==> config.mk <==
export PLATFORM = sky130hd
export DESIGN_NAME = dnc_write_unit
export DESIGN_NICKNAME = d
export VERILOG_FILES = /design/src/dnc_pkg.sv /design/src/logistic_if.sv /design/src/ntm_scalar_logistic_function.sv /design/src/dnc_write_gate.sv /design/src/dnc_allocation_gate.sv /design/src/dnc_write_weighting.sv /design/src/dnc_write_unit.sv
export VERILOG_INCLUDE_DIRS = /design/src
export SDC_FILE = /design/constraint.sdc
export NUM_CORES = 2
export LEC_CHECK = 0
export BUFFER_PORTS_ARGS = -buffer_cell sky130_fd_sc_hd__buf_2
export CAP_MARGIN = 20
export CORE_MARGIN = 2
export CORE_UTILIZATION = 55
export CTS_CLUSTER_SIZE = 40
export DETAILED_ROUTE_END_ITERATION = 7
export GPL_ROUTABILITY_DRIVEN = 0
export GPL_TIMING_DRIVEN = 0
export PLACE_DENSITY = 0.78
export SLEW_MARGIN = 20
export SYNTH_ARGS = -nofsm -noshare
export SYNTH_HDL_FRONTEND = slang
export SYNTH_HIERARCHICAL = 1
export SYNTH_SLANG_ARGS = --single-unit
export TNS_END_PERCENT = 1
==> constraint.sdc <==
create_clock -name clk -period 24.6 [get_ports clk]
set_input_delay 2.46 -clock clk [delete_from_list [all_inputs] [get_ports clk]]
set_output_delay 2.46 -clock clk [all_outputs]
set_load 0.05 [all_outputs]
==> src/dnc_settings.svh <==
// DNC write stage settings
// Word format, location count and sigmoid segment limits, all Q4.12

`ifndef DNC_SETTINGS_SVH
`define DNC_SETTINGS_SVH

// Word width in bits
`define DNC_DATA_SIZE 16

// Fraction bits of the Q4.12 format
`define DNC_FRAC_BITS 12

// Number of memory locations N
`define DNC_LOCATIONS 4

// Sigmoid segment limits on the logit magnitude
// 1.0
`define DNC_BREAK_LOW  16'd4096
// 2.375
`define DNC_BREAK_MID  16'd9728
// 5.0, saturation point
`define DNC_BREAK_HIGH 16'd20480

`endif

==> src/dnc_pkg.sv <==
// DNC write stage types
// Fixed-point word, probability and weighting vector shared by all blocks

`include "dnc_settings.svh"

package dnc_pkg;

  //////////////////////////////
  // Scalars
  //////////////////////////////

  // Signed Q4.12 logit or weighting element
  typedef logic signed [`DNC_DATA_SIZE-1:0] dnc_word_t;

  // Unsigned Q4.12, zero to one
  typedef logic [`DNC_DATA_SIZE-1:0] dnc_prob_t;

  // One in Q4.12
  localparam dnc_prob_t DNC_ONE = dnc_prob_t'(1 << `DNC_FRAC_BITS);

  //////////////////////////////
  // Vectors
  //////////////////////////////

  // One probability per memory location
  typedef dnc_prob_t [`DNC_LOCATIONS-1:0] dnc_weighting_t;

endpackage

==> src/logistic_if.sv <==
// Logistic link
// Joins a gate block to its scalar sigmoid unit

`timescale 1ns/1ps

interface logistic_if import dnc_pkg::*; ();

  // One-cycle request pulse, data_in valid with it
  logic      start;
  dnc_word_t data_in;

  // One-cycle result pulse, data_out valid with it
  logic      ready;
  dnc_prob_t data_out;

  // Gate side
  modport client (
    output start,
    output data_in,
    input  ready,
    input  data_out
  );

  // Sigmoid unit side
  modport unit (
    input  start,
    input  data_in,
    output ready,
    output data_out
  );

endinterface

==> src/ntm_scalar_logistic_function.sv <==
// Scalar logistic unit
// Piecewise-linear sigmoid of a Q4.12 logit, four segments with
// power-of-two slopes, mirrored for negative inputs
// Pipeline of magnitude, segment and mirror stages, result 3 cycles on

`timescale 1ns/1ps

`include "dnc_settings.svh"

module ntm_scalar_logistic_function import dnc_pkg::*; (
  input logic      clk,
  input logic      rst_n,
  logistic_if.unit lg
);

  localparam int W = `DNC_DATA_SIZE;
  localparam int F = `DNC_FRAC_BITS;

  // Segment offsets 0.5, 0.625 and 0.84375
  localparam dnc_prob_t OFS_LOW  = dnc_prob_t'(1 << (F - 1));
  localparam dnc_prob_t OFS_MID  = dnc_prob_t'(5 << (F - 3));
  localparam dnc_prob_t OFS_HIGH = dnc_prob_t'(27 << (F - 5));

  localparam dnc_prob_t BRK_LOW  = `DNC_BREAK_LOW;
  localparam dnc_prob_t BRK_MID  = `DNC_BREAK_MID;
  localparam dnc_prob_t BRK_HIGH = `DNC_BREAK_HIGH;

  logic      busy;
  logic      accept;

  // Stage 1, magnitude
  logic      s1_valid;
  logic      s1_neg;
  dnc_prob_t s1_mag;
  dnc_prob_t mag_c;

  // Stage 2, segment value
  logic      s2_valid;
  logic      s2_neg;
  dnc_prob_t s2_val;
  dnc_prob_t seg_c;

  // Requests while busy are dropped
  assign accept = lg.start & ~busy;

  // Absolute value, -8.0 maps to 32768 unsigned
  always_comb begin
    if (lg.data_in[W-1]) begin
      mag_c = dnc_prob_t'(-lg.data_in);
    end else begin
      mag_c = dnc_prob_t'(lg.data_in);
    end
  end

  // Segment select, shifts truncate
  always_comb begin
    if (s1_mag >= BRK_HIGH) begin
      seg_c = DNC_ONE;
    end else if (s1_mag >= BRK_MID) begin
      seg_c = (s1_mag >> 5) + OFS_HIGH;
    end else if (s1_mag >= BRK_LOW) begin
      seg_c = (s1_mag >> 3) + OFS_MID;
    end else begin
      seg_c = (s1_mag >> 2) + OFS_LOW;
    end
  end

  //////////////////////////////
  // Control and result
  //////////////////////////////

  always_ff @(posedge clk) begin
    if (!rst_n) begin
      busy        <= 1'b0;
      s1_valid    <= 1'b0;
      s2_valid    <= 1'b0;
      lg.ready    <= 1'b0;
      lg.data_out <= '0;
    end else begin
      s1_valid <= accept;
      s2_valid <= s1_valid;
      lg.ready <= s2_valid;
      if (accept) begin
        busy <= 1'b1;
      end else if (s2_valid) begin
        busy <= 1'b0;
      end
      // Mirror stage, sigmoid(-x) = 1 - sigmoid(x)
      if (s2_valid) begin
        lg.data_out <= s2_neg ? DNC_ONE - s2_val : s2_val;
      end
    end
  end

  //////////////////////////////
  // Datapath
  //////////////////////////////

  always_ff @(posedge clk) begin
    if (accept) begin
      s1_mag <= mag_c;
      s1_neg <= lg.data_in[W-1];
    end
    if (s1_valid) begin
      s2_val <= seg_c;
      s2_neg <= s1_neg;
    end
  end

endmodule

==> src/dnc_write_gate.sv <==
// DNC write gate
// gw = sigmoid(write-gate logit), held until the next start
// Ready pulses 4 cycles after an accepted start

`timescale 1ns/1ps

module dnc_write_gate import dnc_pkg::*; (
  input  logic      clk,
  input  logic      rst_n,
  input  logic      start,
  input  dnc_word_t gw_in,
  output logic      ready,
  output dnc_prob_t gw_out
);

  // Computation in flight
  logic busy;

  logistic_if lg_if ();

  //////////////////////////////
  // Sigmoid request
  //////////////////////////////

  // Start only reaches the unit when idle
  assign lg_if.start   = start & ~busy;
  assign lg_if.data_in = gw_in;

  ntm_scalar_logistic_function u_logistic (
    .clk   (clk),
    .rst_n (rst_n),
    .lg    (lg_if)
  );

  //////////////////////////////
  // Result register
  //////////////////////////////

  always_ff @(posedge clk) begin
    if (!rst_n) begin
      busy   <= 1'b0;
      ready  <= 1'b0;
      gw_out <= '0;
    end else begin
      // Ready follows the unit by one cycle
      ready <= lg_if.ready;
      if (lg_if.start) begin
        busy <= 1'b1;
      end else if (lg_if.ready) begin
        busy <= 1'b0;
      end
      if (lg_if.ready) begin
        gw_out <= lg_if.data_out;
      end
    end
  end

endmodule

==> src/dnc_allocation_gate.sv <==
// DNC allocation gate
// ga = sigmoid(allocation-gate logit) and its complement 1 - ga,
// both held until the next start
// Ready pulses 4 cycles after an accepted start

`timescale 1ns/1ps

module dnc_allocation_gate import dnc_pkg::*; (
  input  logic      clk,
  input  logic      rst_n,
  input  logic      start,
  input  dnc_word_t ga_in,
  output logic      ready,
  output dnc_prob_t ga_out,
  output dnc_prob_t ga_comp
);

  // Computation in flight
  logic busy;

  logistic_if lg_if ();

  //////////////////////////////
  // Sigmoid request
  //////////////////////////////

  // Dropped while a value is being computed
  assign lg_if.start   = start & ~busy;
  assign lg_if.data_in = ga_in;

  ntm_scalar_logistic_function u_logistic (
    .clk   (clk),
    .rst_n (rst_n),
    .lg    (lg_if)
  );

  //////////////////////////////
  // Gate and complement
  //////////////////////////////

  always_ff @(posedge clk) begin
    if (!rst_n) begin
      busy    <= 1'b0;
      ready   <= 1'b0;
      ga_out  <= '0;
      ga_comp <= '0;
    end else begin
      ready <= lg_if.ready;
      if (lg_if.start) begin
        busy <= 1'b1;
      end else if (lg_if.ready) begin
        busy <= 1'b0;
      end
      // Complement registered alongside, weighting needs no subtractor
      if (lg_if.ready) begin
        ga_out  <= lg_if.data_out;
        ga_comp <= DNC_ONE - lg_if.data_out;
      end
    end
  end

endmodule

==> src/dnc_write_weighting.sv <==
// DNC write weighting
// w[i] = gw * (ga * a[i] + (1 - ga) * c[i]), Q4.12, truncating shifts
// Waits for both gates, then one location per cycle over N cycles

`timescale 1ns/1ps

`include "dnc_settings.svh"

module dnc_write_weighting import dnc_pkg::*; (
  input  logic           clk,
  input  logic           rst_n,
  input  dnc_prob_t      gw,
  input  logic           gw_ready,
  input  dnc_prob_t      ga,
  input  dnc_prob_t      ga_comp,
  input  logic           ga_ready,
  input  dnc_weighting_t alloc_weighting,
  input  dnc_weighting_t content_weighting,
  output logic           ready,
  output dnc_weighting_t write_weighting
);

  localparam int W  = `DNC_DATA_SIZE;
  localparam int F  = `DNC_FRAC_BITS;
  localparam int N  = `DNC_LOCATIONS;
  localparam int CW = (N > 1) ? $clog2(N) : 1;

  localparam logic [CW-1:0] LAST = CW'(N - 1);

  logic          busy;
  logic [CW-1:0] cnt;

  // Gate arrival, either order
  logic gw_seen;
  logic ga_seen;
  logic gw_have;
  logic ga_have;

  // Per-location arithmetic
  logic [2*W:0]   mix_sum;
  logic [2*W-F:0] mix_q;
  logic [3*W-F:0] scaled;
  dnc_prob_t      slot_c;

  assign gw_have = gw_ready | gw_seen;
  assign ga_have = ga_ready | ga_seen;

  //////////////////////////////
  // Location datapath
  //////////////////////////////

  always_comb begin
    // Blend of allocation and content, products widened before the add
    mix_sum = ga * alloc_weighting[cnt] + ga_comp * content_weighting[cnt];
    mix_q   = mix_sum[2*W:F];
    // Scale by the write gate
    scaled  = mix_q * gw;
    slot_c  = scaled[F +: W];
  end

  //////////////////////////////
  // Sequencer
  //////////////////////////////

  always_ff @(posedge clk) begin
    if (!rst_n) begin
      busy            <= 1'b0;
      cnt             <= '0;
      gw_seen         <= 1'b0;
      ga_seen         <= 1'b0;
      ready           <= 1'b0;
      write_weighting <= '0;
    end else begin
      ready <= 1'b0;
      if (!busy) begin
        if (gw_have && ga_have) begin
          // Both gates in, walk from location 0
          busy    <= 1'b1;
          cnt     <= '0;
          gw_seen <= 1'b0;
          ga_seen <= 1'b0;
        end else begin
          gw_seen <= gw_have;
          ga_seen <= ga_have;
        end
      end else begin
        write_weighting[cnt] <= slot_c;
        // Last location, result complete
        if (cnt == LAST) begin
          busy  <= 1'b0;
          ready <= 1'b1;
          cnt   <= '0;
        end else begin
          cnt <= cnt + 1'b1;
        end
      end
    end
  end

endmodule

==> src/dnc_write_unit.sv <==
// DNC write unit
// Top of the write-weighting stage: both gates, then the weighting
// Ready pulses 9 cycles after an accepted start, result held after

`timescale 1ns/1ps

module dnc_write_unit import dnc_pkg::*; (
  input  logic           clk,
  input  logic           rst_n,
  input  logic           start,
  input  dnc_word_t      gw_logit,
  input  dnc_word_t      ga_logit,
  input  dnc_weighting_t alloc_weighting,
  input  dnc_weighting_t content_weighting,
  output logic           ready,
  output dnc_weighting_t write_weighting
);

  logic           busy;
  logic           accept;

  // Gate results
  dnc_prob_t      gw;
  logic           gw_ready;
  dnc_prob_t      ga;
  dnc_prob_t      ga_comp;
  logic           ga_ready;

  // Captured weighting vectors
  dnc_weighting_t alloc_q;
  dnc_weighting_t content_q;

  // New request once idle, or in the cycle the last result is ready
  assign accept = start & (~busy | ready);

  always_ff @(posedge clk) begin
    if (!rst_n) begin
      busy <= 1'b0;
    end else if (accept) begin
      busy <= 1'b1;
    end else if (ready) begin
      busy <= 1'b0;
    end
  end

  // Caller may change the vectors after start
  always_ff @(posedge clk) begin
    if (accept) begin
      alloc_q   <= alloc_weighting;
      content_q <= content_weighting;
    end
  end

  //////////////////////////////
  // Gates
  //////////////////////////////

  dnc_write_gate u_write_gate (
    .clk    (clk),
    .rst_n  (rst_n),
    .start  (accept),
    .gw_in  (gw_logit),
    .ready  (gw_ready),
    .gw_out (gw)
  );

  dnc_allocation_gate u_allocation_gate (
    .clk     (clk),
    .rst_n   (rst_n),
    .start   (accept),
    .ga_in   (ga_logit),
    .ready   (ga_ready),
    .ga_out  (ga),
    .ga_comp (ga_comp)
  );

  //////////////////////////////
  // Weighting
  //////////////////////////////

  dnc_write_weighting u_write_weighting (
    .clk               (clk),
    .rst_n             (rst_n),
    .gw                (gw),
    .gw_ready          (gw_ready),
    .ga                (ga),
    .ga_comp           (ga_comp),
    .ga_ready          (ga_ready),
    .alloc_weighting   (alloc_q),
    .content_weighting (content_q),
    .ready             (ready),
    .write_weighting   (write_weighting)
  );

endmodule

* Word-level counts from Yosys, hierarchy flattened
Cells that the tools add are included.
Storage, ports and cells: bits in registers 359, latch bits 0, RAM bits 0, ROM bits 0, input port bits 163, output and inout bits 65, word-level logic and storage cells 126, memories kept 0
Cells by class: $add $sub $neg 13, multipliers 3, divide/modulo/power cells 0, $lt $le $gt $ge 8, equality and inequality tests 1, shift-type cells 0, mux-type cells 34, bitwise logic cells 13, reduce and logical (&&, ||, !) cells 9
Operator list (count):
- 2-to-1 mux 15 bit | 6
- 2-to-1 mux 16 bit | 5
- binary-select mux 16 bit (select 2 bit) | 2
- bitwise mux 64 bit | 1
- multiplier 16 x 16 -> 32 bit | 2
- subtractor 13 x 16 -> 16 bit, first input constant | 3
- adder 32 x 32 -> 33 bit | 1
- demux 16 bit (select 2 bit) | 1
- >= comparator 16 x 13 -> 1 bit, second input constant | 2
- >= comparator 16 x 14 -> 1 bit, second input constant | 2
- >= comparator 16 x 15 -> 1 bit, second input constant | 2
- negation 16 bit | 2
- adder 14 x 12 -> 15 bit, second input constant | 2
- adder 13 x 12 -> 14 bit, second input constant | 2
- multiplier 21 x 16 -> 28 bit | 1
- adder 11 x 12 -> 13 bit, second input constant | 2
- 2-to-1 mux 1 bit | 16
- nonzero test 2 bit | 6
- 2-to-1 mux 2 bit | 3
- AND 1 bit | 5
- inverter 1 bit | 5
- < comparator 2 x 3 -> 1 bit, second input constant | 1
- OR 1 bit | 3
- adder 2 x 1 -> 2 bit, second input constant | 1
- other kinds (4) | 5

* Depth between registers and ports, before layout
depth in word-level cells 6, gate-level depth with buffers 53, depth with buffers taken out 48

* Modules after synthesis
Netlist, hierarchy kept.
By module, submodules not included:
- dnc_write_weighting | instances 1, cells an instance 3351, area an instance 30235.2 µm²
- ntm_scalar_logistic_function | instances 2, cells an instance 263, area an instance 2832.7 µm²
- dnc_write_unit | instances 1, cells an instance 132, area an instance 3891.2 µm²
- dnc_allocation_gate | instances 1, cells an instance 154, area an instance 1470.2 µm²
- dnc_write_gate | instances 1, cells an instance 57, area an instance 685.7 µm²

* Least setup slack after synthesis
Ideal clock, no wire load.
path type reg2reg, from reg u_write_weighting.cnt[0], to reg u_write_weighting/write_weighting[62] in the netlist's numbering, library setup time 0.117 ns, data arrival time 14.179 ns, required time 24.483 ns, setup slack 10.303 ns, cell stages (with the launch flop) 51, path buffers 4, clock period less this slack 14.297 ns, cells stage by stage dfxtp_1 clkbuf_1 buf_1 mux4_2 clkbuf_1 and2_1 fa_1 inv_1 fa_1 inv_1 fa_1 inv_1 fa_1 inv_1 fa_1 fa_1 fa_1 fa_1 (+15 left out) inv_1 fa_1 inv_1 fa_1 inv_1 fa_1 inv_1 ha_1 a21o_1 a21o_1 a21o_1 a21o_1 a21o_1 a21o_1 a211o_4 a2111oi_4 o21ai_2 a32o_1
Between the ends: cells in the longest elaborated chain, start to end 6, elaborated cells between the ends (all ways) 14, those cells by class add/sub (1); mul (3); order compare (2); mux (7); reduce/logical (1)
RTL lines:
- start, declared | line dnc_write_weighting.sv:31 | logic [CW-1:0] cnt;
- start signal, assigned | line dnc_write_weighting.sv:94 | cnt <= cnt + 1'b1;
- binary-select mux 16 bit (select 2 bit) | line dnc_write_weighting.sv:54 | mix_sum = ga * alloc_weighting[cnt] + ga_comp * content_weighting[cnt];
- 2-to-1 mux 16 bit (not written as such) | line dnc_write_weighting.sv:54
- multiplier 16 x 16 -> 32 bit | line dnc_write_weighting.sv:54
- adder 32 x 32 -> 33 bit | line dnc_write_weighting.sv:54
- multiplier 21 x 16 -> 28 bit | line dnc_write_weighting.sv:57 | scaled = mix_q * gw;
- bitwise mux 64 bit * | line dnc_write_weighting.sv:87 | write_weighting[cnt] <= slot_c;
- end signal, assigned by index | line dnc_write_weighting.sv:87
- end, declared | line dnc_write_weighting.sv:20 | output dnc_weighting_t write_weighting
Every way passes the cells marked *; elsewhere a longest branch is shown, timed or not. The select of a mux whose other input is x is not followed. A chain may end at the register's enable or synchronous reset.

* Final worst setup path
from reg u_write_weighting.cnt[0], to reg u_write_weighting/write_weighting[47] in the netlist's numbering
Same word-level chain as after synthesis.

==> impl_metrics.toml <==
[sta]
fin_crit_sh_pct = 70.35
hold_viol = 0
finalSetupViolations = 0
rsz0062_at_grt = "no"
report.final.slew_viol_count = 0
worst_pin_slew_ps = 1127
setup_slack_ps = 7294
slew_headroom_pct = 24.34
fin_crit_ps = 17310
max_freq_mhz = 57.78
timing.hold.ws_ps = 432.1
setup_tns_ps = 0
fin_worst_skew_ps = 49.63

[global_route]
grt_pass1_wl_mm = 170.9
grt_max_degree = 30
antenna_found_initial = 3
grt_overflow = 0
first_global_vias = 31940
gr-usage-all-layers_pct = 27.94

[clock_network]
postCtsSetupBuffers = 0
cts_root_buffer = "clkbuf_16"
cts_tree = "built"
clk_path_buf_depth = 3
cts.sinks = 356
cts_resized = 0
cts_hold_buf = 0
clk_pin_slew_ps = 70
worst_skew_pair.late_latency_ps = 570
ctsHtreeMaxLevel = 2
cts_buffers = 34

[synthesis]
synth_fa_ha_area_share_pct = 40.92
synth_cell_types = 99
async_flop_share_pct = 0
synth_ff_type = "edfxtp_1"
synth-simple-area-share_pct = 15.98
muxShareOfSynthArea_pct = 2.959
ys_seq_elements = 356
synth_top_family_by_area = "adder cells"
syn_area_um2 = 41950
synth_compound_area_share_pct = 6.959
syn-instance-count = 4220
yosysWarnings = 6
synth-xor-area-share_pct = 2.437
synth_area_per_cell_um2 = 9.940
syn-num-nets = 5350
synth_edf_count = 194
yosysSeqAreaShare_pct = 21.62

[setup_path]
cp_max_fo = 10
ff2ff_path_depth = 47
path_class = "reg -> reg"
cp_slowest_cell = "xnor2_1"
slowest_delay_ps = 880
worstPathRequired_ps = 24980
critPathArrivalTime_ps = 17680
rrSetupSlack_ps = 7290
critPathLaunchType = "flip-flop"
end_kind = "flip-flop"
crit_top_cell = "fa_1"

[placed_design]
portBuffers = 227
hpwl_mm = 89.38
place_worst_setup_slack_ps = 7539

[final_layout]
layout.cells.most_common = "inv_1"
fin_nets = 5621
area.growth.synth_to_final_pct = 8.659
final_cell_mix = "808 x inv_1, 675 x fa_1, 462 x nand2_1"
drive_gt1_share_pct = 8.636
utilization_pct = 60.21

[pwr]
power_density_nw_per_um2 = 30.01
ir_worst_vdd_mv = 0.06965
p_leak_uw = 0.02141

[worst_hold_path]
hold_depth = 0
worstHoldPathType = "reg -> reg"

[route]
drtIter0Drc = 2200
vias = 30950
drc = 0
dr.pass1.iters = 6
avgRoutedWirePerCell_um = 19.50
wl_met1_mm = 41.18
viasPerCell = 5.630
met2_length_mm = 51.63
ant_nets = 0
highest_layer = "met5"
drt_wl_total_mm = 107.2
wl_met3_mm = 9.633

[die]
pin_count = 228
die_y_um = 280.2
dieArea_um2 = 78490
core_area_um2 = 75700
fp.dieW_um = 280.2
initial_utilization_pct = 55.42
rows = 101

[run_status]
run_status = "complete, no violations"

[flow_run]
cap_violations = 0
## per-layer routing
| metal | vias to the layer above | track usage (%) |
|---|---|---|
| met5 | - | 0 |
| met4 | 2 | 11.09 |
| met3 | 266 | 5.696 |
| met2 | 1342 | 46.36 |
| met1 | 15490 | 36.01 |
| li1 | 13850 | - |
## sequential cells by signal (all words and copies together) (netlist names), 2 cells and up
name and count:
alloc_q 64, content_q 64, u_write_weighting/write_weighting 64, u_allocation_gate/ga_out 16
u_allocation_gate/u_logistic/lg.data_out 16, u_allocation_gate/u_logistic/s1_mag 16, u_write_gate/gw_out 16, u_write_gate/u_logistic/lg.data_out 16
u_write_gate/u_logistic/s1_mag 16, u_allocation_gate/ga_comp 15, u_allocation_gate/u_logistic/s2_val 15, u_write_gate/u_logistic/s2_val 15
u_write_weighting/cnt 2
## report_power, final
group | switching, uW | total [uW] | leakage, uW | internal (uW)
clock | 234 | 512 | 0.000531 | 278
sequential | 16.6 | 671 | 0.00314 | 654
combinational | 120 | 185 | 0.0177 | 64.6
total | 371 | 1370 | 0.0214 | 997
## final timing paths
| kind | startpoint | to |
|---|---|---|
| hold / removal | u_allocation_gate/u_logistic/s1_neg | u_allocation_gate/u_logistic/s2_neg |
| setup reg to reg | u_write_weighting/cnt[0] | u_write_weighting/write_weighting[47] |
| hold reg to reg | u_allocation_gate/u_logistic/s1_neg | u_allocation_gate/u_logistic/s2_neg |
| setup / recovery | u_write_weighting/cnt[0] | u_write_weighting/write_weighting[47] |
## synthesized netlist by cell type (21+ instances only)
cell / number / area share, %
nand3_1: 45 / 0.54
nor2b_1: 38 / 0.57
o21ai_0: 88 / 1.0
dfxtp_1: 162 / 7.7
edfxtp_1: 194 / 14
mux2i_1: 52 / 1.2
fa_1: 675 / 32
xor2_1: 45 / 0.94
and2_1: 454 / 6.8
nand2_1: 462 / 4.1
o31ai_1: 21 / 0.38
ha_1: 292 / 8.7
nand4_1: 24 / 0.36
xnor2_1: 62 / 1.3
mux4_2: 32 / 1.7
a21oi_1: 85 / 1.0
inv_1: 808 / 7.2
a211oi_1: 43 / 0.77
clkbuf_1: 158 / 1.4
a21o_1: 28 / 0.50
nor3_1: 29 / 0.35
nor2_1: 113 / 1.0
and3_1: 25 / 0.37
## per-stage QoR
stage                     power [uW]  std cells  area [um^2]
after floorplan                789.1       4220        41950
after global placement         858.2       5425        44310
after detailed placement       863.9       5433        44480
after CTS                       1372       5494        45570
after global routing            1415       5494        45570
final                           1368       5497        45580
## kinds of logic (layout without fill, tap and decap cells)
kind of cell,count (synthesis),after routing
multiplexers,84,84
other,2,5
buffers and inverters,999,1295
flip-flops,356,356
AO/OA/AOI/OAI,412,412
XOR/XNOR,111,111
adder cells (fa/ha/maj),967,967
AND/OR/NAND/NOR,1289,1289
## layout make-up
class                           instances  area [um^2]
Sequential cell                       356         9069
Inverter                              811         3044
Multi-Input combinational cell       2865        29080
Tap cell                              978         1224
Buffer                                188        773.2
Fill cell                            6087        30120
Timing Repair Buffer                  235         1292
Clock inverter                         18        186.4
Clock buffer                           43        904.6
Antenna cell                            3        7.507
## critical path: cells and delay by family (launching register included)
kind | cells | cell delay (ps)
AOI/OAI and AO/OA | 9 | 1650
xor gates and xnor gates | 4 | 2050
adders and majority gates | 16 | 7650
buffers and inverters | 11 | 3070
DFF | 1 | 360
muxes | 1 | 620
and+or+nand+nor | 6 | 1660
Power figures use the tool's default switching activity.
